**src/rv_config.svh**
```systemverilog
`ifndef RV_CONFIG_SVH
`define RV_CONFIG_SVH

// Memory sizes, in 32-bit words
`define RV_IMEM_WORDS 256
`define RV_DMEM_WORDS 256

// Address bit that steers a data access to the io ports
`define RV_IO_BIT 31

// First instruction fetched after reset
`define RV_RESET_PC 32'h0000_0000

`endif

```
**src/rv_pkg.sv**
```systemverilog
package rv_pkg;

    typedef logic [31:0] word_t;     // Data or byte address
    typedef logic [4:0]  reg_addr_t; // x0..x31

    // RV32I major opcodes kept by this core
    typedef enum logic [6:0] {
        opc_lui    = 7'b0110111,
        opc_jal    = 7'b1101111,
        opc_branch = 7'b1100011,
        opc_load   = 7'b0000011,
        opc_store  = 7'b0100011,
        opc_op_imm = 7'b0010011,
        opc_op     = 7'b0110011,
        opc_nop    = 7'b0000000
    } opcode_t;

    // {funct7[5], funct3}, with lui-copy on a spare code
    typedef enum logic [3:0] {
        alu_add  = 4'b0000,
        alu_sll  = 4'b0001,
        alu_slt  = 4'b0010,
        alu_sltu = 4'b0011,
        alu_xor  = 4'b0100,
        alu_srl  = 4'b0101,
        alu_or   = 4'b0110,
        alu_and  = 4'b0111,
        alu_sub  = 4'b1000,
        alu_lui  = 4'b1001,
        alu_sra  = 4'b1101
    } alu_fun_t;

    typedef enum logic [1:0] {
        fwd_none      = 2'b00,
        fwd_from_mem  = 2'b01,
        fwd_from_wb   = 2'b10,
        fwd_from_load = 2'b11
    } fwd_sel_t;

    // Per-instruction control, carried from decode to writeback
    typedef struct packed {
        opcode_t   opcode;
        reg_addr_t rs1;
        logic      rs1_used;
        reg_addr_t rs2;
        logic      rs2_used;
        reg_addr_t rd;
        alu_fun_t  alu_fun;
        logic      mem_write;
        logic      mem_read;
        logic      reg_write;
        logic      wb_sel;    // 0 ALU or link, 1 load data
        logic      ld_haz;    // Load into a nonzero rd
        word_t     pc;
        logic [2:0] funct3;
        logic      invalid;
        logic      br_taken;  // Set on entry to MEM when this slot redirected
    } stage_ctrl_t;

endpackage

```
**src/rv_regfile.sv**
```systemverilog
`timescale 1ns/10ps

module rv_regfile (
    input  logic              CLK,
    input  rv_pkg::reg_addr_t rs1_addr,
    input  rv_pkg::reg_addr_t rs2_addr,
    input  rv_pkg::reg_addr_t wr_addr,
    input  rv_pkg::word_t     wr_data,
    input  logic              wr_en,
    output rv_pkg::word_t     rs1_data,
    output rv_pkg::word_t     rs2_data
);
    rv_pkg::word_t regs [32]; // x0 is never written

    always_ff @(posedge CLK)
    begin
        if (wr_en && wr_addr != '0)
            regs[wr_addr] <= wr_data;
    end

    // Write-through so decode sees the value retiring this cycle
    assign rs1_data = (rs1_addr == '0) ? '0 :
                      (wr_en && wr_addr == rs1_addr) ? wr_data : regs[rs1_addr];
    assign rs2_data = (rs2_addr == '0) ? '0 :
                      (wr_en && wr_addr == rs2_addr) ? wr_data : regs[rs2_addr];

endmodule

```
**config.mk**
```make
export PLATFORM = sky130hd
export DESIGN_NAME = rv_regfile
export DESIGN_NICKNAME = d
export VERILOG_FILES = /design/src/rv_config.svh /design/src/rv_pkg.sv /design/src/rv_regfile.sv
export SDC_FILE = /design/constraint.sdc
export NUM_CORES = 1
export LEC_CHECK = 0
export CORE_MARGIN = 3
export CORE_UTILIZATION = 55
export CTS_CLUSTER_DIAMETER = 120
export DETAILED_ROUTE_END_ITERATION = 10
export DONT_BUFFER_PORTS = 1
export GPL_ROUTABILITY_DRIVEN = 0
export PLACE_DENSITY = 0.72
export SKIP_LAST_GASP = 1
export SLEW_MARGIN = 20
export SYNTH_ARGS = -nofsm -noshare
export SYNTH_HDL_FRONTEND = slang
export SYNTH_SLANG_ARGS = --single-unit
```
**constraint.sdc**
```tcl
create_clock -name CLK -period 5.4 [get_ports CLK]
set_clock_uncertainty 0.2 [all_clocks]
set_input_delay 1.08 -clock CLK [delete_from_list [all_inputs] [get_ports CLK]]
set_output_delay 1.08 -clock CLK [all_outputs]
set_load 0.1 [all_outputs]
```
=== Yosys cells after proc, flatten, opt, wreduce, memory -nomap -nowiden ===
Memories as Yosys holds them, arrays and structs flattened.
Cells that the tools add are included.

* Equality and inequality tests: 2
* Multiplexer cells: 6
* Reductions and logical operators: 6

{| class="wikitable"
|+ Operators with widths
! kind !! count
|-
| $mux W32 || 4
|-
| $eq A5 B5 Y1 || 2
|-
| $logic_not A5 Y1 || 2
|-
| $reduce_bool A5 Y1 || 1
|-
| $logic_and A1 B1 Y1 || 3
|-
| $mux W1 || 2
|}

* Flip-flop bits (word level): 0
* RAM bits: 1024
* Bits of input ports: 49
* Output and inout port bits: 64
* Logic and storage cells: 15
* Memories: 1

{| class="wikitable"
|+ Memories
! name !! depth !! bits a word !! rd ports !! clocked after memory_dff !! write ports !! RTL line !! RTL
|-
| regs || 32 || 32 || 2 || 0 || 1 || rv_regfile.sv:13 || <nowiki>rv_pkg::word_t regs [32];</nowiki>
|}

=== Logic depth before layout (Yosys ltp) ===
* Depth in word-level cells: 4
* Gate-level depth with buffers: 10
* Mapped depth without buffers: 5

=== Worst setup path after synthesis ===
OpenSTA, ideal clock, no wires.

* Path type: input port to output port
* Start: in rs2_addr[2]
* End: out rs2_data[24]
* Arrival time: 4.559 ns
* Required time: 4.120 ns
* Setup slack: -0.439 ns
* Cell stages on the path: 7
* Path buffers: 3
* Cell sequence: buf_4 > or3b_2 > buf_2 > buf_1 > o221ai_1 > a221oi_1 > o31ai_1

* Word-level cells in the longest chain between the ends: 4
* Elaborated cells on any way between the ends: 6
* Those cells by class: eq/ne (1); mux (2); reduce/logical (2); memory (1)

{| class="wikitable"
|+ Ends and longest elaborated chain
! item !! RTL line !! RTL
|-
| from (decl) || rv_regfile.sv:6 || <nowiki>input rv_pkg::reg_addr_t rs2_addr,</nowiki>
|-
| parallel branches: the longest is 3 deep, another holds $mem_v2 Z32 W32 || n/a ||
|-
| $mux W32 (*) || rv_regfile.sv:24 || <nowiki>assign rs2_data = (rs2_addr == '0) ? '0 :</nowiki>
|-
| to (decl) || rv_regfile.sv:11 || <nowiki>output rv_pkg::word_t rs2_data</nowiki>
|}

Every way passes the cells marked *.

=== Worst setup path in the final report ===
* Start: in rs2_addr[1]
* End: out rs2_data[10]

The elaborated chain is that of the path after synthesis.

==> results.md <==
* Die height at approximately 300 um
* CTS tree: yes
* Routed Antenna Nets at 0
* Sequential power share at around 50%
* # rows at around 110
* Cell-internal power at between 0.01 and 0.015 W
* Mux cell area share after synthesis at 24.72%
* Switching power total at 0.004112 W
* Status: finished, violations left
* Initial Util at ~56%
* Worst hold-check path type: primary input to flip-flop
* Failing checks: negative setup slack
* Top flop regs: regs x1024
* # diodes at 0
* Final Setup Violations at 1
* Root Buffer: clkbuf_16
* # clock sinks at just over 1,000
* Commonest non-fill, non-tap cell in the layout: edfxtp_1
* Dpl hpwl at around 80,000 um
* Cell Pwr Density at 334.3 nW/um^2
* Worst path bufs/invs at 2
* CTS H-tree lvls at 3
* Fraction of the yosys area taken by sequential cells at approximately 64%
* Final setup TNS at -114.2 ps
* Sw Share at a little under a quarter
* Final worst setup slack at -114.2 ps
* Mapped Area at ~48,000 um^2
* Worst EP arrival at about 4200 ps
* Biggest register: regs
* Number of global-route vias before repair at 28,950
* Layout Cell Area excl Fill at 53,680 um^2
* Fin cells at 3,819
* Fin crit period at 5514 ps
* CTS max path bufs at 3
* Post-synthesis compound-gate area fraction at 6.440%
* Routed len/inst at approximately 37 um
* Largest net degree at the start of global routing at roughly 310
* WS Path Type: primary input to primary output
* Fin util at a little over three fifths
* Area delta synth->final at 12.14%
* Crit end category: primary output
* Worst hold margin at just over 300 ps
* DP Area at between 50,000 and 60,000 um^2
* FFs w/ async S/R, synth at 0%
* Remaining DRCs at 0
* Final #Nets at 2,644
* Max Clock Freq at 181.4 MHz
* Port bufs at 0
* CP max-delay cell: or3_2
* Layout cells sized above 1 at roughly 31%
* Synthesis-stage register bit count at between 1,000 and 1,500
* Dpl cells at 3,633
* First drt pass iteration count at 8
* Comb power frac at about a tenth
* Leakage power at 17.26 nW
* Iter 0 DRT Violations at 4,386
* Worst path max stage delay at 1040 ps
* Vias at around 28,000
* Overall Global Routing Usage at a little under a third
* Syn Inst Count at 2,520
* WL final at 141,900 um
* Critical Path RT at approximately 4000 ps
* Tcrit/Tclk final at 102.1%
* HP Start: wr_data[3]
* Initial antenna violation count at 2
* Gr ovfl total at 0
* Count of different cell masters after synthesis at 53
* VDD IR max at about 0.00027 V
* Critical-path cell list: or3_2 -> buf_12 -> o22ai_1 -> a211oi_1 -> a221oi_1 -> a21o_1 -> buf_4
* Die X at around 300 um
* First-pass GRT wire length at between 200,000 and 250,000 um
* Critical path startpoint category: primary input
* CP startpoint: rs2_addr[1]
* Yosys warns at 0
* Fill count at around 5,900
* CTS Buf Count at 103
* Number of flip-flops under the largest register name at 1,024
* Total die area at approximately 91,000 um^2
* Measured slew at the worst slew-check pin at about 1300 ps
* Setup repair bufs after CTS at 0
* Hold_buf cts at 0
* Clock power share at between 40% and 50%
* Synth Area in XOR/XNOR at 0.1830%
* I/O pin count at 113
* Most frequent cells in the layout: edfxtp_1 (1,024), mux4_2 (417), mux2i_1 (210)
* Vias/cell at about 7.4
* Max Cap Viol at 0
* PostCTS Resize Cnt at 0
* Fin. Hold Viols at 0
* Max-slew violations at 0
* Crit-path max FO at between 200 and 250
* Main combinational cell family by area after synthesis: multiplexers
* CORE AREA at about 86,000 um^2
* Post-synth top flop: edfxtp_1
* Worst-path clk slew at around 60 ps
* Relative slew margins at between 10% and 20%
* Mean Syn Cell Area at roughly 19 um^2
* CP top delay family: simple AND/OR/NAND/NOR gates
* Post-Synth Simple-Gate Area at under 10%
* Post-synth EDFFs at roughly 1,000
* RSZ-0062 raised after global routing: no
* Adder-cell share of the synthesized area at 0%
-- routing by layer --
metal	up-vias	track usage [%]	wire [um]	part of all wire, %
li1	11060	-	-	-
met1	14770	43.30	50750	36
met2	2034	49.45	67550	48
met3	333	8.782	18180	13
met4	4	10.94	5351	3.8
met5	-	0	27	0.019
-- worst paths after layout --
check	cells past startpoint	endpoint
setup / recovery	7	rs2_data[10]
hold / removal	0	regs[2][3]
-- through the flow --
stage | total power, W | setup WS [ps]
finish | 0.01795 | -114.2
global route | 0.01838 | 395.0
CTS | 0.01797 | 600.7
detailed placement | 0.01081 | 601.3
global placement | 0.01079 | 647.7
floorplan | 0.01052 | 256.1
-- cells in the mapped netlist (30+ instances only) --
| cell | count | area, um^2 |
|---|---|---|
| a22oi_1 | 81 | 608.1 |
| buf_2 | 60 | 300.3 |
| a21oi_1 | 41 | 205.2 |
| clkbuf_1 | 78 | 292.8 |
| mux2i_1 | 210 | 2102 |
| nand2_1 | 58 | 217.7 |
| o21ai_0 | 38 | 190.2 |
| mux4_2 | 417 | 9392 |
| o22ai_1 | 41 | 256.5 |
| nor2_1 | 74 | 277.8 |
| o221ai_1 | 30 | 262.8 |
| a22o_1 | 48 | 420.4 |
| buf_4 | 38 | 285.3 |
| mux2_2 | 30 | 337.8 |
| edfxtp_1 | 1024 | 30750 |
-- power groups by stage --
stage | Sequential (W) | Clock, W | Combinational [W]
finish | 0.00892 | 0.00727 | 0.00176
global route | 0.00892 | 0.00766 | 0.00180
CTS | 0.00892 | 0.00731 | 0.00174
detailed placement | 0.00908 | 0 | 0.00173
global placement | 0.00907 | 0 | 0.00172
floorplan | 0.00906 | 0 | 0.00145
-- layout make-up --
type	count	area [um^2]	area share, %
Clock buffer	123	2738	5.100
Clock inverter	62	658.1	1.226
Inverter	2	7.507	0.01399
Multi-Input combinational cell	1316	16640	31.01
Sequential cell	1024	30750	57.28
Tap cell	1144	1431	2.666
Timing Repair Buffer	148	1451	2.704
-- logic make-up after synthesis --
kind of cell	after synthesis
DFF	1024
xor gates and xnor gates	10
and+or+nand+nor	202
buffers and inverters	211
other	1
muxes	657
AOI/OAI and AO/OA	415
Note: power is estimated with default switching activity, not from simulation.
