--- src/rv_config.svh ---
`ifndef RV_CONFIG_SVH
`define RV_CONFIG_SVH

// Memory sizes, in 32-bit words
`define RV_IMEM_WORDS 256
`define RV_DMEM_WORDS 256

// Address bit that steers a data access to the io ports
`define RV_IO_BIT 31

// First instruction fetched after reset
`define RV_RESET_PC 32'h0000_0000

`endif

--- src/rv_pkg.sv ---
package rv_pkg;

    typedef logic [31:0] word_t;     // Data or byte address
    typedef logic [4:0]  reg_addr_t; // x0..x31

    // RV32I major opcodes kept by this core
    typedef enum logic [6:0] {
        opc_lui    = 7'b0110111,
        opc_jal    = 7'b1101111,
        opc_branch = 7'b1100011,
        opc_load   = 7'b0000011,
        opc_store  = 7'b0100011,
        opc_op_imm = 7'b0010011,
        opc_op     = 7'b0110011,
        opc_nop    = 7'b0000000
    } opcode_t;

    // {funct7[5], funct3}, with lui-copy on a spare code
    typedef enum logic [3:0] {
        alu_add  = 4'b0000,
        alu_sll  = 4'b0001,
        alu_slt  = 4'b0010,
        alu_sltu = 4'b0011,
        alu_xor  = 4'b0100,
        alu_srl  = 4'b0101,
        alu_or   = 4'b0110,
        alu_and  = 4'b0111,
        alu_sub  = 4'b1000,
        alu_lui  = 4'b1001,
        alu_sra  = 4'b1101
    } alu_fun_t;

    typedef enum logic [1:0] {
        fwd_none      = 2'b00,
        fwd_from_mem  = 2'b01,
        fwd_from_wb   = 2'b10,
        fwd_from_load = 2'b11
    } fwd_sel_t;

    // Per-instruction control, carried from decode to writeback
    typedef struct packed {
        opcode_t   opcode;
        reg_addr_t rs1;
        logic      rs1_used;
        reg_addr_t rs2;
        logic      rs2_used;
        reg_addr_t rd;
        alu_fun_t  alu_fun;
        logic      mem_write;
        logic      mem_read;
        logic      reg_write;
        logic      wb_sel;    // 0 ALU or link, 1 load data
        logic      ld_haz;    // Load into a nonzero rd
        word_t     pc;
        logic [2:0] funct3;
        logic      invalid;
        logic      br_taken;  // Set on entry to MEM when this slot redirected
    } stage_ctrl_t;

endpackage

--- src/rv_forward.sv ---
`timescale 1ns/10ps

module rv_forward (
    input  rv_pkg::stage_ctrl_t ex_ctrl,
    input  rv_pkg::stage_ctrl_t mem_ctrl,
    input  rv_pkg::stage_ctrl_t wb_ctrl,
    output rv_pkg::fwd_sel_t    sel_a,
    output rv_pkg::fwd_sel_t    sel_b,
    output rv_pkg::fwd_sel_t    sel_store
);
    logic b_is_reg;  // op_b carries rs2 rather than an immediate

    // MEM is younger than WB, so it is checked first
    function automatic rv_pkg::fwd_sel_t pick(input rv_pkg::reg_addr_t src, input logic used);
        pick = rv_pkg::fwd_none;
        if (used && src != '0)
        begin
            if (mem_ctrl.reg_write && !mem_ctrl.mem_read && mem_ctrl.rd == src)
                pick = rv_pkg::fwd_from_mem;   // Load in MEM is covered by the stall
            else if (wb_ctrl.reg_write && wb_ctrl.rd == src)
                pick = wb_ctrl.ld_haz ? rv_pkg::fwd_from_load : rv_pkg::fwd_from_wb;
        end
    endfunction

    assign b_is_reg = ex_ctrl.opcode == rv_pkg::opc_op || ex_ctrl.opcode == rv_pkg::opc_branch;

    always_comb
    begin
        sel_a     = pick(ex_ctrl.rs1, ex_ctrl.rs1_used);
        sel_b     = pick(ex_ctrl.rs2, ex_ctrl.rs2_used && b_is_reg);
        sel_store = pick(ex_ctrl.rs2, ex_ctrl.rs2_used && ex_ctrl.opcode == rv_pkg::opc_store);
    end

endmodule

--- config.mk ---
export PLATFORM = sky130hd
export DESIGN_NAME = rv_forward
export DESIGN_NICKNAME = d
export VERILOG_FILES = /design/src/rv_config.svh /design/src/rv_pkg.sv /design/src/rv_forward.sv
export SDC_FILE = /design/constraint.sdc
export NUM_CORES = 1
export LEC_CHECK = 0
export ABC_AREA = 1
export BUFFER_PORTS_ARGS = -buffer_cell sky130_fd_sc_hd__buf_2
export CAP_MARGIN = 20
export CORE_AREA = 2 2 84 86
export DETAILED_ROUTE_END_ITERATION = 8
export DIE_AREA = 0 0 86 88
export PLACE_DENSITY = 0.48
export SETUP_SLACK_MARGIN = 0.5
export SYNTH_ARGS = -nofsm -noshare
export SYNTH_HDL_FRONTEND = slang
export SYNTH_SLANG_ARGS = --single-unit
--- constraint.sdc ---
create_clock -name vclk -period 1.9
set_input_delay 0.57 -clock vclk [all_inputs]
set_output_delay 0.57 -clock vclk [all_outputs]
set_load 0.01 [all_outputs]
# --- Word level (Yosys, flattened, before mapping) ---
# Cells that the tools add are included.
totals:
  reg_bits: 0
  inputBits: 210
  wordCells: 29
op_classes:
  n_reduce_logical: 14
  n_eq_ne: 7
  muxes: 8
op_table:
  columns: ["op", "count"]
  rows:
  - ["$eq 5x5->1", 4]
  - ["$eq 7x6->1 const B", 2]
  - ["$mux 2", 7]
  - ["$logic_and 1x1->1", 10]
  - ["$reduce_bool 5->1", 2]
  - ["$eq 7x7->1 const B", 1]
  - ["$logic_not 1->1", 1]
  - ["$logic_or 1x1->1", 1]
  - ["$mux 1", 1]

# --- Logic depth before layout (Yosys ltp) ---
logic_depth:
  word_depth: 5
  ltp_mapped: 7
  mapped_depth_nobuf: 7

# --- Worst setup path before layout ---
# OpenSTA, ideal clock, no wires.
synth_timing:
  path_kind: "input to output"
  start: "input port ex_ctrl[66] in the netlist's numbering"
  end: "output port sel_b[0]"
  path_slack_ps: 97
  path_stages: 3
  arrival_ps: 1233
  n_path_buf: 0
  required_ps: 1330
  cell_sequence: "nor4_1 > nand3_1 > a21oi_1"
synth_between:
  elab_chain_len: 5
synth_rtl:
  columns: ["element", "line_no", "source"]
  rows:
  - ["from (decl)", "rv_forward.sv:4", "input rv_pkg::stage_ctrl_t ex_ctrl,"]
  - ["$eq 7x6->1 / $eq 7x7->1 (equally long branches)", "rv_forward.sv:25", "assign b_is_reg = ex_ctrl.opcode == rv_pkg::opc_op || ex_ctrl.opcode == rv_pkg::opc_branch;"]
  - ["$logic_or 1x1->1 (*)", "rv_forward.sv:25", null]
  - ["$logic_and 1x1->1 (*)", "rv_forward.sv:30", "sel_b = pick(ex_ctrl.rs2, ex_ctrl.rs2_used && b_is_reg);"]
  - ["$logic_and 1x1->1 (*)", "rv_forward.sv:16", "if (used && src != '0)"]
  - ["$mux 2 (*)", "rv_forward.sv:16", null]
  - ["to (decl)", "rv_forward.sv:8", "output rv_pkg::fwd_sel_t sel_b,"]
# Mark *: on every way between the ends. The rest lies on a longest branch, timed or not.

# --- Final worst setup path ---
layout_timing:
  start: "input port ex_ctrl[54] in the netlist's numbering"
  end: "output port sel_b[0]"
layout_between:
  elab_chain_len: 5
layout_rtl:
  columns: ["element", "line_no", "source"]
  rows:
  - ["$eq 5x5->1", "rv_forward.sv:20", "else if (wb_ctrl.reg_write && wb_ctrl.rd == src)"]
  - ["$logic_and 1x1->1", "rv_forward.sv:20", null]
  - ["$mux 2", "rv_forward.sv:20", null]
  - ["$mux 2", "rv_forward.sv:18", "if (mem_ctrl.reg_write && !mem_ctrl.mem_read && mem_ctrl.rd == src)"]
  - ["$mux 2 (*)", "rv_forward.sv:16", null]
# Marked as above.

==> qor.yml <==
run_status:
  status: "complete, but fails checks"
  violations: "negative setup slack"
global_routing:
  grt_max_degree: 6
  grt_pass1_wl_um: 3250
  grt_pass1_vias: 687
  grt_antenna_before_repair: 0
  grt_overflow_total: 0
  grt.total_usage_pct: 5.27
timing:
  layout_setup_ws_ps: -58.7
  slew_violations: 0
  whs_ps: 1490
  relSlewSlack_pct: 82.3
  timing.final.crit_period_ps: 1960
  rsz0062_at_grt: "yes"
  hold_viol: 0
  setup_viol: 6
  fin_setup_tns_ps: -229
  period_share_pct: 103
  worst_pin_slew_ps: 263
  max_clock_freq_ghz: 0.511
power_and_ir_drop:
  p_per_area_nw_per_um2: 175
  irDropWorstVdd_mv: 0.0818
  p_int_uw: 90.8
  p_seq_share_pct: 0
  switching_share_pct: 50.9
  netSwitchingPower_uw: 93.9
  comb_power_share_pct: 100.0
  power_leakage_uw: 0.000494
  power_frac_clock_pct: 0
critical_path:
  crit_path_max_incr_delay_ps: 160
  crit_arrival_ps: 1390
  crit_path_end_kind: "output port"
  path_class: "primary input to output port"
  cp_max_fo: 2
  path_buf_inv: 2
  critPathLaunchType: "primary input"
  worst_path_max_delay_cell: "xor2_1"
  cp.required_ps: 1330
  cpLargestDelayFamily: "buffers and inverters"
  path_cells: "buf_4 -> xor2_1 -> nor2_2 -> nand3_2 -> a21oi_2 -> buf_2"
floorplan:
  start_util_pct: 7.19
  fp-row-count: 30
  die_w_um: 86
  die_height_um: 88
  io_pins: 216
  dieArea_um2: 7570
  core_um2: 6640
synth:
  yosys.cell_types.count: 21
  synth_area_per_cell_um2: 4.69
  synth_nets: 312
  ys_seq_area_share_pct: 0
  synthCells: 102
  ys_warn_count: 0
  syn-cell-area_um2: 478
flow_run:
  maxCapViolations: 0
hold_path:
  hold_path.class: "primary input to output port"
final_layout:
  layout.nets: 356
  instances_no_fill: 224
  syn_to_final_growth_pct: 121
  register_area_um2: 0
  clkbuf_count: 0
  fin_area_um2: 1060
  nFlopsAndLatches: 0
  fillers: 743
  drive_gt1_share_pct: 66.0
  n_antenna_cell: 0
placement:
  dp.cells: 224
  dp_hpwl_um: 1940
  io_buffers: 39
  place_area_um2: 845
  place_congestion: 0.815
detailed_routing:
  drtPass1Iterations: 4
  ant_nets: 0
  wire_per_inst_um: 9.46
  num_vias: 748
  avgViaCountPerCell: 3.34
  routed_wl_um: 2120
  drc: 0
  drt_first_iter_violations: 31
cts:
  postCtsSetupBuffers: 0
  cts_hold_buffers: 0
==> cell families after synthesis <==
group	Yosys count	share of synthesized area, %
XOR/XNOR	3	5.50
AND/OR/NAND/NOR	65	61.5
buffers and inverters	21	16.5
AO/OA/AOI/OAI	13	16.5
==> Yosys cell counts, drive strengths merged <==
cell / count / area share (%)
o2bb2ai: 1 / 1.8
xnor2: 1 / 1.8
nor3: 3 / 4.2
o21ai: 6 / 6.3
and2: 1 / 1.3
inv: 21 / 16
nand3: 12 / 15
nor4: 1 / 1.3
nor3b: 1 / 1.6
xor2: 2 / 3.7
nor2: 14 / 12
o211ai: 1 / 1.6
nand2: 32 / 25
nand4: 1 / 1.3
a21oi: 5 / 6.8
==> routing by layer <==
metal	up-vias	track usage, %	part of all wire, %
met1	320	7.70	48
met5	-	0	0
li1	406	-	-
met3	0	0.471	4.2
met4	0	0	0
met2	22	8.95	48
==> stage by stage <==
step / util (%) / worst slack (ps) / power, uW
floorplan: - / 183 / 67.0
global placement: 12.7 / -140 / 137
detailed placement: 12.7 / -165 / 137
CTS: 14.2 / -98.9 / 160
global route: 15.9 / -148 / 204
finish: 15.9 / -58.7 / 185
==> timing repair <==
| action | CTS | global route |
|---|---|---|
| setup endpoints to repair | 6 | 6 |
| gates cloned | 0 | 0 |
| gates resized for setup | 29 | 39 |
| pin swaps | 15 | 25 |
==> path summary, 6_finish.rpt <==
kind	startpoint	slack, ps	to	cells past startpoint
max	ex_ctrl[54]	-60	sel_b[0]	6
min	ex_ctrl[66]	1490	sel_store[0]	5
==> power groups by stage <==
| stage | Sequential (uW) | Combinational, uW | Clock [uW] |
|---|---|---|---|
| 4_1_cts | 0 | 160 | 0 |
| 2_1_floorplan | 0 | 67.0 | 0 |
| 5_1_grt | 0 | 204 | 0 |
| 3_3_place_gp | 0 | 137 | 0 |
| 6_report | 0 | 185 | 0 |
| 3_5_place_dp | 0 | 137 | 0 |
==> placed cells by master (no fill, tap or decap), types with 2 or more instances in the layout <==
master | netlist | final
o21ai_1 | 2 | 3
buf_4 | 0 | 9
xor2_1 | 2 | 2
inv_2 | 4 | 8
nand2_1 | 32 | 21
nand2_2 | 0 | 11
nor3_2 | 1 | 3
buf_8 | 0 | 3
nor2_2 | 2 | 8
nor2_1 | 12 | 5
o21ai_2 | 0 | 2
inv_1 | 17 | 8
buf_2 | 0 | 20
buf_6 | 0 | 10
nand3_1 | 10 | 3
inv_4 | 0 | 5
nand3_2 | 2 | 9
a21oi_2 | 2 | 3
==> final cells by class <==
type | count | area (um^2) | share of cell area (%)
inverter | 21 | 91.3 | 8.65
multi-input combinational | 81 | 539 | 51.1
tap | 80 | 100 | 9.48
timing repair buffer | 42 | 325 | 30.8
No activity file was read; power rests on OpenSTA's default activity.
