**src/rv_config.svh**
```systemverilog
`ifndef RV_CONFIG_SVH
`define RV_CONFIG_SVH

// Memory sizes, in 32-bit words
`define RV_IMEM_WORDS 256
`define RV_DMEM_WORDS 256

// Address bit that steers a data access to the io ports
`define RV_IO_BIT 31

// First instruction fetched after reset
`define RV_RESET_PC 32'h0000_0000

`endif

```
**src/rv_pkg.sv**
```systemverilog
package rv_pkg;

    typedef logic [31:0] word_t;     // Data or byte address
    typedef logic [4:0]  reg_addr_t; // x0..x31

    // RV32I major opcodes kept by this core
    typedef enum logic [6:0] {
        opc_lui    = 7'b0110111,
        opc_jal    = 7'b1101111,
        opc_branch = 7'b1100011,
        opc_load   = 7'b0000011,
        opc_store  = 7'b0100011,
        opc_op_imm = 7'b0010011,
        opc_op     = 7'b0110011,
        opc_nop    = 7'b0000000
    } opcode_t;

    // {funct7[5], funct3}, with lui-copy on a spare code
    typedef enum logic [3:0] {
        alu_add  = 4'b0000,
        alu_sll  = 4'b0001,
        alu_slt  = 4'b0010,
        alu_sltu = 4'b0011,
        alu_xor  = 4'b0100,
        alu_srl  = 4'b0101,
        alu_or   = 4'b0110,
        alu_and  = 4'b0111,
        alu_sub  = 4'b1000,
        alu_lui  = 4'b1001,
        alu_sra  = 4'b1101
    } alu_fun_t;

    typedef enum logic [1:0] {
        fwd_none      = 2'b00,
        fwd_from_mem  = 2'b01,
        fwd_from_wb   = 2'b10,
        fwd_from_load = 2'b11
    } fwd_sel_t;

    // Per-instruction control, carried from decode to writeback
    typedef struct packed {
        opcode_t   opcode;
        reg_addr_t rs1;
        logic      rs1_used;
        reg_addr_t rs2;
        logic      rs2_used;
        reg_addr_t rd;
        alu_fun_t  alu_fun;
        logic      mem_write;
        logic      mem_read;
        logic      reg_write;
        logic      wb_sel;    // 0 ALU or link, 1 load data
        logic      ld_haz;    // Load into a nonzero rd
        word_t     pc;
        logic [2:0] funct3;
        logic      invalid;
        logic      br_taken;  // Set on entry to MEM when this slot redirected
    } stage_ctrl_t;

endpackage

```
**src/rv_execute.sv**
```systemverilog
`timescale 1ns/10ps

module rv_execute (
    input  rv_pkg::stage_ctrl_t ctrl,
    input  rv_pkg::word_t       op_a,
    input  rv_pkg::word_t       op_b,
    input  rv_pkg::word_t       store_in,
    input  rv_pkg::word_t       imm,
    input  rv_pkg::word_t       mem_result,
    input  rv_pkg::word_t       wb_result,
    input  rv_pkg::word_t       load_data,
    input  rv_pkg::fwd_sel_t    sel_a,
    input  rv_pkg::fwd_sel_t    sel_b,
    input  rv_pkg::fwd_sel_t    sel_store,
    output rv_pkg::word_t       result,
    output rv_pkg::word_t       store_data,
    output logic                redirect,
    output rv_pkg::word_t       target
);
    rv_pkg::word_t a, b, alu_out;
    logic          br_eq, br_lt, br_ltu, br_cond;

    function automatic rv_pkg::word_t fwd_mux(input rv_pkg::fwd_sel_t sel,
                                              input rv_pkg::word_t own);
        case (sel)
            rv_pkg::fwd_from_mem:  fwd_mux = mem_result;
            rv_pkg::fwd_from_wb:   fwd_mux = wb_result;
            rv_pkg::fwd_from_load: fwd_mux = load_data;
            default:               fwd_mux = own;   // Value read in decode
        endcase
    endfunction

    always_comb
    begin
        a          = fwd_mux(sel_a, op_a);
        b          = fwd_mux(sel_b, op_b);
        store_data = fwd_mux(sel_store, store_in);
    end

    //////////////////////////////////////////////////////////////////////////
    // ALU
    always_comb
    begin
        case (ctrl.alu_fun)
            rv_pkg::alu_sub:  alu_out = a - b;
            rv_pkg::alu_sll:  alu_out = a << b[4:0];
            rv_pkg::alu_slt:  alu_out = {31'b0, $signed(a) < $signed(b)};
            rv_pkg::alu_sltu: alu_out = {31'b0, a < b};
            rv_pkg::alu_xor:  alu_out = a ^ b;
            rv_pkg::alu_srl:  alu_out = a >> b[4:0];
            rv_pkg::alu_sra:  alu_out = $signed(a) >>> b[4:0];
            rv_pkg::alu_or:   alu_out = a | b;
            rv_pkg::alu_and:  alu_out = a & b;
            rv_pkg::alu_lui:  alu_out = b;          // U immediate straight through
            default:          alu_out = a + b;      // Also load/store address
        endcase
    end

    // JAL writes its return address
    assign result = (ctrl.opcode == rv_pkg::opc_jal) ? ctrl.pc + 32'd4 : alu_out;

    //////////////////////////////////////////////////////////////////////////
    // Branch condition and redirect
    assign br_eq  = a == b;
    assign br_lt  = $signed(a) < $signed(b);
    assign br_ltu = a < b;

    always_comb
    begin
        case (ctrl.funct3)
            3'b000:  br_cond = br_eq;    // BEQ
            3'b001:  br_cond = !br_eq;   // BNE
            3'b100:  br_cond = br_lt;    // BLT
            3'b101:  br_cond = !br_lt;   // BGE
            3'b110:  br_cond = br_ltu;   // BLTU
            3'b111:  br_cond = !br_ltu;  // BGEU
            default: br_cond = 1'b0;
        endcase
    end

    assign redirect = !ctrl.invalid &&
                      ((ctrl.opcode == rv_pkg::opc_branch && br_cond) ||
                       ctrl.opcode == rv_pkg::opc_jal);
    assign target   = ctrl.pc + imm;   // B or J offset picked in decode

endmodule

```
**config.mk**
```make
export PLATFORM = sky130hd
export DESIGN_NAME = rv_execute
export DESIGN_NICKNAME = d
export VERILOG_FILES = /design/src/rv_config.svh /design/src/rv_pkg.sv /design/src/rv_execute.sv
export SDC_FILE = /design/constraint.sdc
export NUM_CORES = 1
export LEC_CHECK = 0
export BUFFER_PORTS_ARGS = -buffer_cell sky130_fd_sc_hd__buf_4
export CELL_PAD_IN_SITES_DETAIL_PLACEMENT = 0
export CELL_PAD_IN_SITES_GLOBAL_PLACEMENT = 1
export CORE_MARGIN = 5
export CORE_UTILIZATION = 34
export DETAILED_ROUTE_END_ITERATION = 8
export PLACE_DENSITY = 0.88
export SYNTH_ARGS = -nofsm -noshare
export SYNTH_HDL_FRONTEND = slang
export SYNTH_SLANG_ARGS = --single-unit
```
**constraint.sdc**
```tcl
create_clock -name vclk -period 9
set_clock_uncertainty 0.15 [all_clocks]
set_input_delay 0.9 -clock vclk [all_inputs]
set_output_delay 0.9 -clock vclk [all_outputs]
set_load 0.01 [all_outputs]
```
Yosys cells after proc, flatten, opt, wreduce, memory -nomap -nowiden

Index checks and enable logic that the tools add are counted.

Output and inout port bits: 97
Flip-flop bits (word level): 0

$lt $le $gt $ge: 2
Equal/unequal tests: 27
Add/subtract/negate cells: 4
Bitwise operators: 3
Shifts and indexed selects: 3
Reduce and logical (&&, ||, !) cells: 8
Muxes and demuxes: 6

Operators with widths:

| cell                                                 | number |
|---|---|
| case mux 32 bit (10 select lines)                    | 1 |
| case mux 32 bit (3 select lines)                     | 3 |
| adder 32 bit                                         | 2 |
| less-than comparator 32 bit                          | 2 |
| adder 32 x 3 -> 32 bit (second input constant)       | 1 |
| AND 32 bit                                           | 1 |
| equality test 32 bit                                 | 1 |
| 2-to-1 mux 32 bit                                    | 1 |
| OR 32 bit                                            | 1 |
| left shift 32 x 5 -> 32 bit                          | 1 |
| >> shifter 32 x 5 -> 32 bit                          | 1 |
| >>> shifter 32 x 5 -> 32 bit                         | 1 |
| subtractor 32 bit                                    | 1 |
| bitwise XOR 32 bit                                   | 1 |
| equality test 4 x 3 -> 1 bit (second input constant) | 4 |
| equality test 7 bit (second input constant)          | 2 |
| equality test 2 bit (second input constant)          | 6 |
| equality test 3 bit (second input constant)          | 4 |
| equality test 4 bit (second input constant)          | 3 |
| equality test 4 x 2 -> 1 bit (second input constant) | 2 |
| equality test 2 x 1 -> 1 bit (second input constant) | 3 |
| case mux 1 bit (6 select lines)                      | 1 |
| equality test 4 x 1 -> 1 bit (second input constant) | 1 |
| logical NOT 1 bit                                    | 4 |
| 4 further kinds                                      | 5 |

Longest topological paths before layout

Gate-level depths: netlist of run 1.

Word-level depth: 8
Mapped depth: 20

Least setup slack after synthesis of run 1

Ideal clock, no wire load.

Kind: in2out
From: input sel_b[0]
To: output result[31]
Setup slack: 2.748 ns
Buffers on the path: 5
Stages on the path: 17
Arrival: 5.202 ns
Required time: 7.950 ns
Path through: buf_2 -> buf_2 -> buf_2 -> buf_2 -> mux4_2 -> ha_1 -> clkbuf_1 -> o21a_1 -> o211a_1 -> o21ai_1 -> a41oi_1 -> a311o_1 -> o21ai_2 -> a21boi_1 -> a2111oi_0 -> a2111oi_0 -> a211oi_1

Cells in the longest elaborated chain, start to end: 5

RTL lines:

| what                                                                       | line             | text |
|---|---|---|
| from (decl)                                                                | rv_execute.sv:13 | `input rv_pkg::fwd_sel_t sel_b,` |
| equality test 2 bit / equality test 2 x 1 -> 1 bit (equally long branches) | rv_execute.sv:25 | `case (sel)` |
| case mux 32 bit (3 select lines) *                                         | rv_execute.sv:25 |  |
| adder 32 bit (tied with other cells)                                       | rv_execute.sv:55 | `default: alu_out = a + b;` |
| case mux 32 bit (10 select lines) *                                        | rv_execute.sv:44 | `case (ctrl.alu_fun)` |
| 2-to-1 mux 32 bit *                                                        | rv_execute.sv:60 | `assign result = (ctrl.opcode == rv_pkg::opc_jal) ? ctrl.pc + 32'd4 : alu_out;` |
| to (decl)                                                                  | rv_execute.sv:15 | `output rv_pkg::word_t result,` |

Every way passes the cells marked *; elsewhere a longest branch is shown, timed or not.

Final worst setup path of run 1

From: input sel_b[0]
To: output result[0]

Cells in the longest elaborated chain, start to end: 5

RTL lines:

| what                                                                       | line |
|---|---|
| equality test 2 bit / equality test 2 x 1 -> 1 bit (equally long branches) | rv_execute.sv:25 |
| case mux 32 bit (3 select lines) *                                         | rv_execute.sv:25 |
| adder 32 bit (tied with other cells)                                       | rv_execute.sv:55 |
| case mux 32 bit (10 select lines) *                                        | rv_execute.sv:44 |
| 2-to-1 mux 32 bit *                                                        | rv_execute.sv:60 |

Marked as above.

==> flow_summary_export.csv, run 1 <==
group,metric,value,unit
status,status,"complete, no violations",
detailed_routing,wl_per_cell,27.4,µm
cells_and_area,nets,2552,
die,io_pins,397,
detailed_routing,wl,72300,µm
yosys,synth-simple-area-share,19.2,%
setup_path,crit_chain,"buf_4, mux4_4, ha_1, fa_1, nor2b_1, o211ai_1, a21boi_1, nor4b_1, buf_4, o21ai_0, nand2_1, a31oi_1, mux2_2, nand3_1, a31oi_1, buf_4",
yosys,synth_cell_type_count,86,
sta,report.final.hold_viol_count,0,
yosys,syn_area,13300,µm²
yosys,ys_seq_area_share,0,%
cells_and_area,fin_util,42.3,%
clock_network,cts_setup_buffers,0,
yosys,syn_avg_cell_area,7.15,µm²
setup_path,critPathRequiredTime,7.95,ns
placement,hpwl,58200,µm
setup_path,timing_worst_setup_path_type,"in2out",
setup_path,critPathSlowestCell,"mux4_4",
detailed_routing,detail-route-antenna-nets,0,
yosys,synth_nets,2292,
yosys,synthAdderAreaFrac,12.6,%
sta,fin_crit,7.26,ns
sta,slew_headroom,25.2,%
sta,finalCritPeriodShare,80.6,%
cells_and_area,final_cells,2637,
detailed_routing,vias,17000,
setup_path,crit_path_start_kind,"input port",
setup_path,cp_max_fo,43,
die,std_cell_rows,72,
cells_and_area,ff_latch_area,0,µm²
detailed_routing,drt_first_pass_iters,8,
global_routing,grt_start_max_net_pins,73,
global_routing,overflow,0,
setup_path,cp.arrival,6.21,ns
sta,tns,0,ns
detailed_routing,via_per_inst,6.46,
yosys,synth_top_family_by_area,"compound AO/OA/AOI/OAI gates",
flow_run,max_cap_viol_count,0,
yosys,synth-compound-area-share,32.1,%
clock_network,ctsResizeCount,0,
die,start_util,34.4,%
worst_hold_path,hp-class,"in2out",
detailed_routing,drtIter0Drc,2571,
sta,rsz0062_at_grt,"false",
die,dieArea,43100,µm²
cells_and_area,drive_gt1_share,25.7,%
sta,finalSetupViolCount,0,
sta,fmaxAchievable,138,MHz
cells_and_area,area_growth_syn_to_layout,22.9,%
cells_and_area,layout_commonest_cell,"buf_4",
detailed_routing,drcViolationCount,0,
global_routing,grt_pass1_vias,16200,
setup_path,cp-end-kind,"output pin",
yosys,synthCells,1860,
yosys,synth_mux_area_share,23.2,%
setup_path,cp_slowest_stage_delay,1.05,ns
placement,dp_cells,2636,
placement,placed_cell_area,16300,µm²
yosys,synth-xor-area-share,5.21,%
die,dieWidth,208,µm
sta,slew_violations,0,
yosys,yosys_warnings,0,
clock_network,ctsHoldBuffers,0,
global_routing,antenna_found_initial,5,
cells_and_area,design.seq.count,0,
setup_path,crit_path_frequent_cell,"buf_4",
cells_and_area,nFillCells,3958,
cells_and_area,fin_area,16300,µm²
global_routing,track_usage,31.1,%
cells_and_area,clock_buffers,0,
placement,place.gp.congestion,1.04,
die,core-area,38600,µm²
cells_and_area,most-common-layout-cells,"buf_4 (399), nand2_1 (194), nor2_1 (193)",
die,die-height,208,µm
global_routing,grt_first_pass_wirelength,106000,µm
sta,tightest_slew,1.11,ns
placement,place.port_buffers,374,
[per-layer routing]
| metal | global-route usage [%] | part of all wire (%) | up-vias |
|---|---|---|---|
| li1 | - | - | 7556 |
| met1 | 42.4 | 42 | 8329 |
| met2 | 49.2 | 44 | 989 |
| met3 | 6.26 | 9.7 | 153 |
| met4 | 10.9 | 4.5 | 10 |
| met5 | 0 | 0.098 | - |
[critical path, delay by kind of cell]
kind                     cells  cell delay (ns)
multiplexers                 2             1.44
buffers and inverters        3             0.86
AND/OR/NAND/NOR              4             0.86
AO/OA/AOI/OAI                5             1.26
adder cells (fa/ha/maj)      2             0.84
[synth_stat cells, types with 19 or more instances]
library cell	n	area share [%]
mux4_2	93	16
clkbuf_1	80	2.3
xor2_1	25	1.6
nor3_1	27	1.0
inv_1	93	2.6
nand2_1	194	5.5
a211oi_1	39	2.2
a31oi_1	24	1.1
a221oi_1	28	1.8
o21ai_1	37	1.4
ha_1	129	12
a21oi_1	178	6.7
buf_1	19	0.54
buf_2	31	1.2
xnor2_1	54	3.6
nor2_1	195	5.5
a21o_1	22	1.2
nand2b_1	20	0.94
mux2_2	22	1.9
o211ai_1	30	1.7
nand3_1	32	1.2
mux2i_1	68	5.1
o21ai_0	100	3.8
[layout make-up]
cell class | instances | area (µm²) | area share [%]
Inverter | 103 | 387 | 2.37
Multi-Input combinational cell | 1616 | 12300 | 75.3
Tap cell | 518 | 648 | 3.97
Antenna cell | 1 | 2.50 | 0.0153
Timing Repair Buffer | 399 | 3000 | 18.3
[worst paths after layout]
check / startpoint / endpoint / depth (start not counted)
setup / recovery: sel_b[0] / result[0] / 16
hold / removal: ctrl[1] / redirect / 3
[cells by family after synthesis]
| group | Yosys count |
|---|---|
| AO/OA/AOI/OAI | 647 |
| AND/OR/NAND/NOR | 572 |
| buffers and inverters | 244 |
| multiplexers | 186 |
| adder cells (fa/ha/maj) | 132 |
| XOR/XNOR | 79 |
[stage by stage]
step           worst slack (ns)  hold WS (ns)
2_1_floorplan              2.75          1.70
3_3_place_gp               1.94          1.90
3_5_place_dp               1.89          1.90
4_1_cts                    1.87          1.90
5_1_grt                    1.58          1.91
6_report                   1.74          1.89
==> run 2: changes to the inputs <==
--- a/config.mk
+++ b/config.mk
@@ -5,13 +5,14 @@
 export SDC_FILE = /design/constraint.sdc
 export NUM_CORES = 1
 export LEC_CHECK = 0
+export ABC_AREA = 1
 export BUFFER_PORTS_ARGS = -buffer_cell sky130_fd_sc_hd__buf_4
 export CELL_PAD_IN_SITES_DETAIL_PLACEMENT = 0
 export CELL_PAD_IN_SITES_GLOBAL_PLACEMENT = 1
 export CORE_MARGIN = 5
-export CORE_UTILIZATION = 34
+export CORE_UTILIZATION = 33
 export DETAILED_ROUTE_END_ITERATION = 8
-export PLACE_DENSITY = 0.88
+export PLACE_DENSITY = 0.94
 export SYNTH_ARGS = -nofsm -noshare
 export SYNTH_HDL_FRONTEND = slang
 export SYNTH_SLANG_ARGS = --single-unit
==> constraint.sdc (replaced) <==
create_clock -name vclk -period 6.58
set_clock_uncertainty 0.15 [all_clocks]
set_input_delay 0.658 -clock vclk [all_inputs]
set_output_delay 0.658 -clock vclk [all_outputs]
set_load 0.01 [all_outputs]
==> run 2 against run 1 <==
  * Final cell count grew 46%
  * Highest routed layer unchanged
  * First-iteration DRC count is 28% higher
  * Flip-flop and latch count unchanged
  * Global-route usage rose by 0.34 points
  * Non-clock buffer count is 31 higher
  * Synthesized cell count is 60% higher
  * Wire length increased by 17%
  * Core utilization decreased by 1.6 points
  * Via count increased by 31%
  * Setup slack got worse by 1.2 ns
==> flow_summary_export.csv, run 2 <==
group,metric,value,unit
setup_path,critPathRequiredTime,5.77,ns
sta,slew_violations,0,
yosys,yosysTopAreaCellShare,22.9,%
clock_network,cts_setup_buffers,0,
cells_and_area,design.seq.count,0,
power_and_ir_drop,power_report.internal_total,0.846,mW
global_routing,antenna_found_initial,2,
yosys,syn_avg_cell_area,5.03,µm²
die,die-height,223,µm
sta,tightest_slew,1.19,ns
cells_and_area,clock_buffers,0,
global_routing,track_usage,31.5,%
sta,rsz0062_at_grt,"false",
detailed_routing,drtIter0Drc,3279,
power_and_ir_drop,finalPower,2.53,mW
yosys,syn_area,15000,µm²
die,std_cell_rows,78,
die,dieWidth,223,µm
power_and_ir_drop,powerDensity,138,nW/µm²
cells_and_area,most-common-layout-cells,"nand2_1 (912), nand3_1 (470), buf_4 (430)",
setup_path,crit_path_start_kind,"input port",
detailed_routing,drcViolationCount,0,
power_and_ir_drop,pwr-share-seq,0,%
power_and_ir_drop,clock_power_share,0,%
yosys,synth_nets,3408,
global_routing,grt_first_pass_wirelength,124000,µm
setup_path,cp.arrival,5.22,ns
sta,finalSetupViolCount,0,
global_routing,grt_start_max_net_pins,77,
clock_network,ctsHoldBuffers,0,
die,core-area,45100,µm²
yosys,ys_seq_area_share,0,%
cells_and_area,fin_area,18300,µm²
sta,tns,0,ns
detailed_routing,drt_first_pass_iters,6,
power_and_ir_drop,peakVddDrop,0.0640,mV
detailed_routing,wl_per_cell,21.9,µm
status,status,"complete, no violations",
cells_and_area,drive_gt1_share,15.8,%
yosys,netlist_top_cells_count,"nand2_1 (912), nand3_1 (470), inv_1 (296)",
global_routing,grt_pass1_vias,19800,
setup_path,cp_max_fo,16,
placement,hpwl,70000,µm
cells_and_area,area_growth_syn_to_layout,22.4,%
power_and_ir_drop,sw_frac_of_total,66.6,%
yosys,synth_cell_type_count,52,
sta,worst_slack,0.553,ns
global_routing,overflow,0,
sta,fin_hold_ws,1.40,ns
detailed_routing,wl_met2,35300,µm
cells_and_area,antenna_cells,0,
die,dieArea,49700,µm²
yosys,yosys_warnings,0,
power_and_ir_drop,leakage,9.35,nW
placement,place.port_buffers,374,
setup_path,cp-end-kind,"output pin",
placement,place.gp.congestion,1.11,
clock_network,ctsResizeCount,0,
yosys,yosysMostFrequentCell,"nand2_1",
cells_and_area,nFillCells,5178,
cells_and_area,ff_latch_area,0,µm²
placement,placed_cell_area,18300,µm²
detailed_routing,top_layer,"met5",
yosys,yosysTopAreaCell,"nand2_1",
detailed_routing,wl,84400,µm
sta,fmaxAchievable,166,MHz
cells_and_area,nets,3695,
worst_hold_path,hp-class,"in2out",
flow_run,max_cap_viol_count,0,
yosys,synth_area_leaders,"nand2_1 (23%), nand3_1 (16%), ha_1 (11%), inv_1 (7.4%), o21ai_0 (6.3%)",
detailed_routing,detail-route-antenna-nets,0,
die,io_pins,397,
yosys,synthCells,2976,
power_and_ir_drop,p_sw,1.69,mW
sta,slew_headroom,19.9,%
worst_hold_path,min_path_cells,3,
power_and_ir_drop,pwr-share-comb,100.0,%
placement,pre_cts_ws,0.719,ns
sta,finalCritPeriodShare,91.6,%
detailed_routing,via_per_inst,5.79,
sta,fin_crit,6.03,ns
die,start_util,33.2,%
detailed_routing,drt-met1-wl,34900,µm
cells_and_area,layout_commonest_cell,"nand2_1",
setup_path,timing_worst_setup_path_type,"in2out",
detailed_routing,vias,22300,
sta,report.final.hold_viol_count,0,
detailed_routing,wl_met3,9500,µm
## run 2: cell count changes after synthesis, sizes merged, moves of 32 or more
| cell | delta |
|---|---|
| nand2 | +731 |
| nand3 | +443 |
| inv | +206 |
| mux4 | -94 |
| o21ai | +72 |
| mux2i | -69 |
| nand4 | +64 |
| nor2 | +37 |
| xnor2 | -34 |
| a211oi | -32 |
## run 2: metal layers
| metal | global-route usage, % | vias up |
|---|---|---|
| met5 | 0 | - |
| met4 | 12.4 | 4 |
| met3 | 6.75 | 253 |
| met2 | 47.5 | 1433 |
| met1 | 43.6 | 10100 |
| li1 | - | 10600 |
## run 2: cells by family (layout without fill, tap and decap cells)
logic type	after synthesis	in the layout	synth area share, %
simple gates	1821	1821	53.4
compound gates	512	512	19.8
buf+inv	453	738	12.2
fa+ha+maj	132	132	11.2
xor+xnor	58	58	3.39
## run 2: layout make-up
cell class	instances	area [µm²]	share of cell area, %
inverters	308	1160	6.32
multi-input cells	2523	13200	72.0
well taps	600	751	4.10
repair buffers	430	3230	17.6
## run 2: metrics by stage
step / cells / utilization [%]
2_1_floorplan: 2976 / -
3_3_place_gp: 3861 / 40.6
3_5_place_dp: 3861 / 40.6
4_1_cts: 3861 / 40.6
5_1_grt: 3861 / 40.6
6_report: 3861 / 40.6
## run 2: path summary, 6_finish.rpt
| check | from | end |
|---|---|---|
| max | sel_b[1] | result[29] |
| min | ctrl[1] | redirect |
## run 2: power by group through the flow
stage                     Clock, mW  Sequential, mW  Combinational (mW)
after floorplan                   0               0                1.47
after global placement            0               0                2.45
after detailed placement          0               0                2.44
after CTS                         0               0                2.45
after global routing              0               0                2.72
final                             0               0                2.53
## run 2: worst max-delay path, cell delays in order
cell	delay [ns]
buf_4	0.17
inv_2	0.06
nor2_2	0.62
buf_4	0.36
nand2_1	0.07
nand2_1	0.07
o21ai_0	0.42
inv_1	0.17
ha_1	0.35
inv_1	0.17
nand2_1	0.09
nor2_1	0.30
nand4_1	0.13
o211ai_1	0.46
nand2_1	0.14
nand2_1	0.16
nand3b_1	0.16
nand2_1	0.10
nand2_1	0.05
nand3_1	0.09
nand3_1	0.11
nand2_1	0.09
nand2_1	0.08
buf_4	0.15
Power figures use the tool's default switching activity.
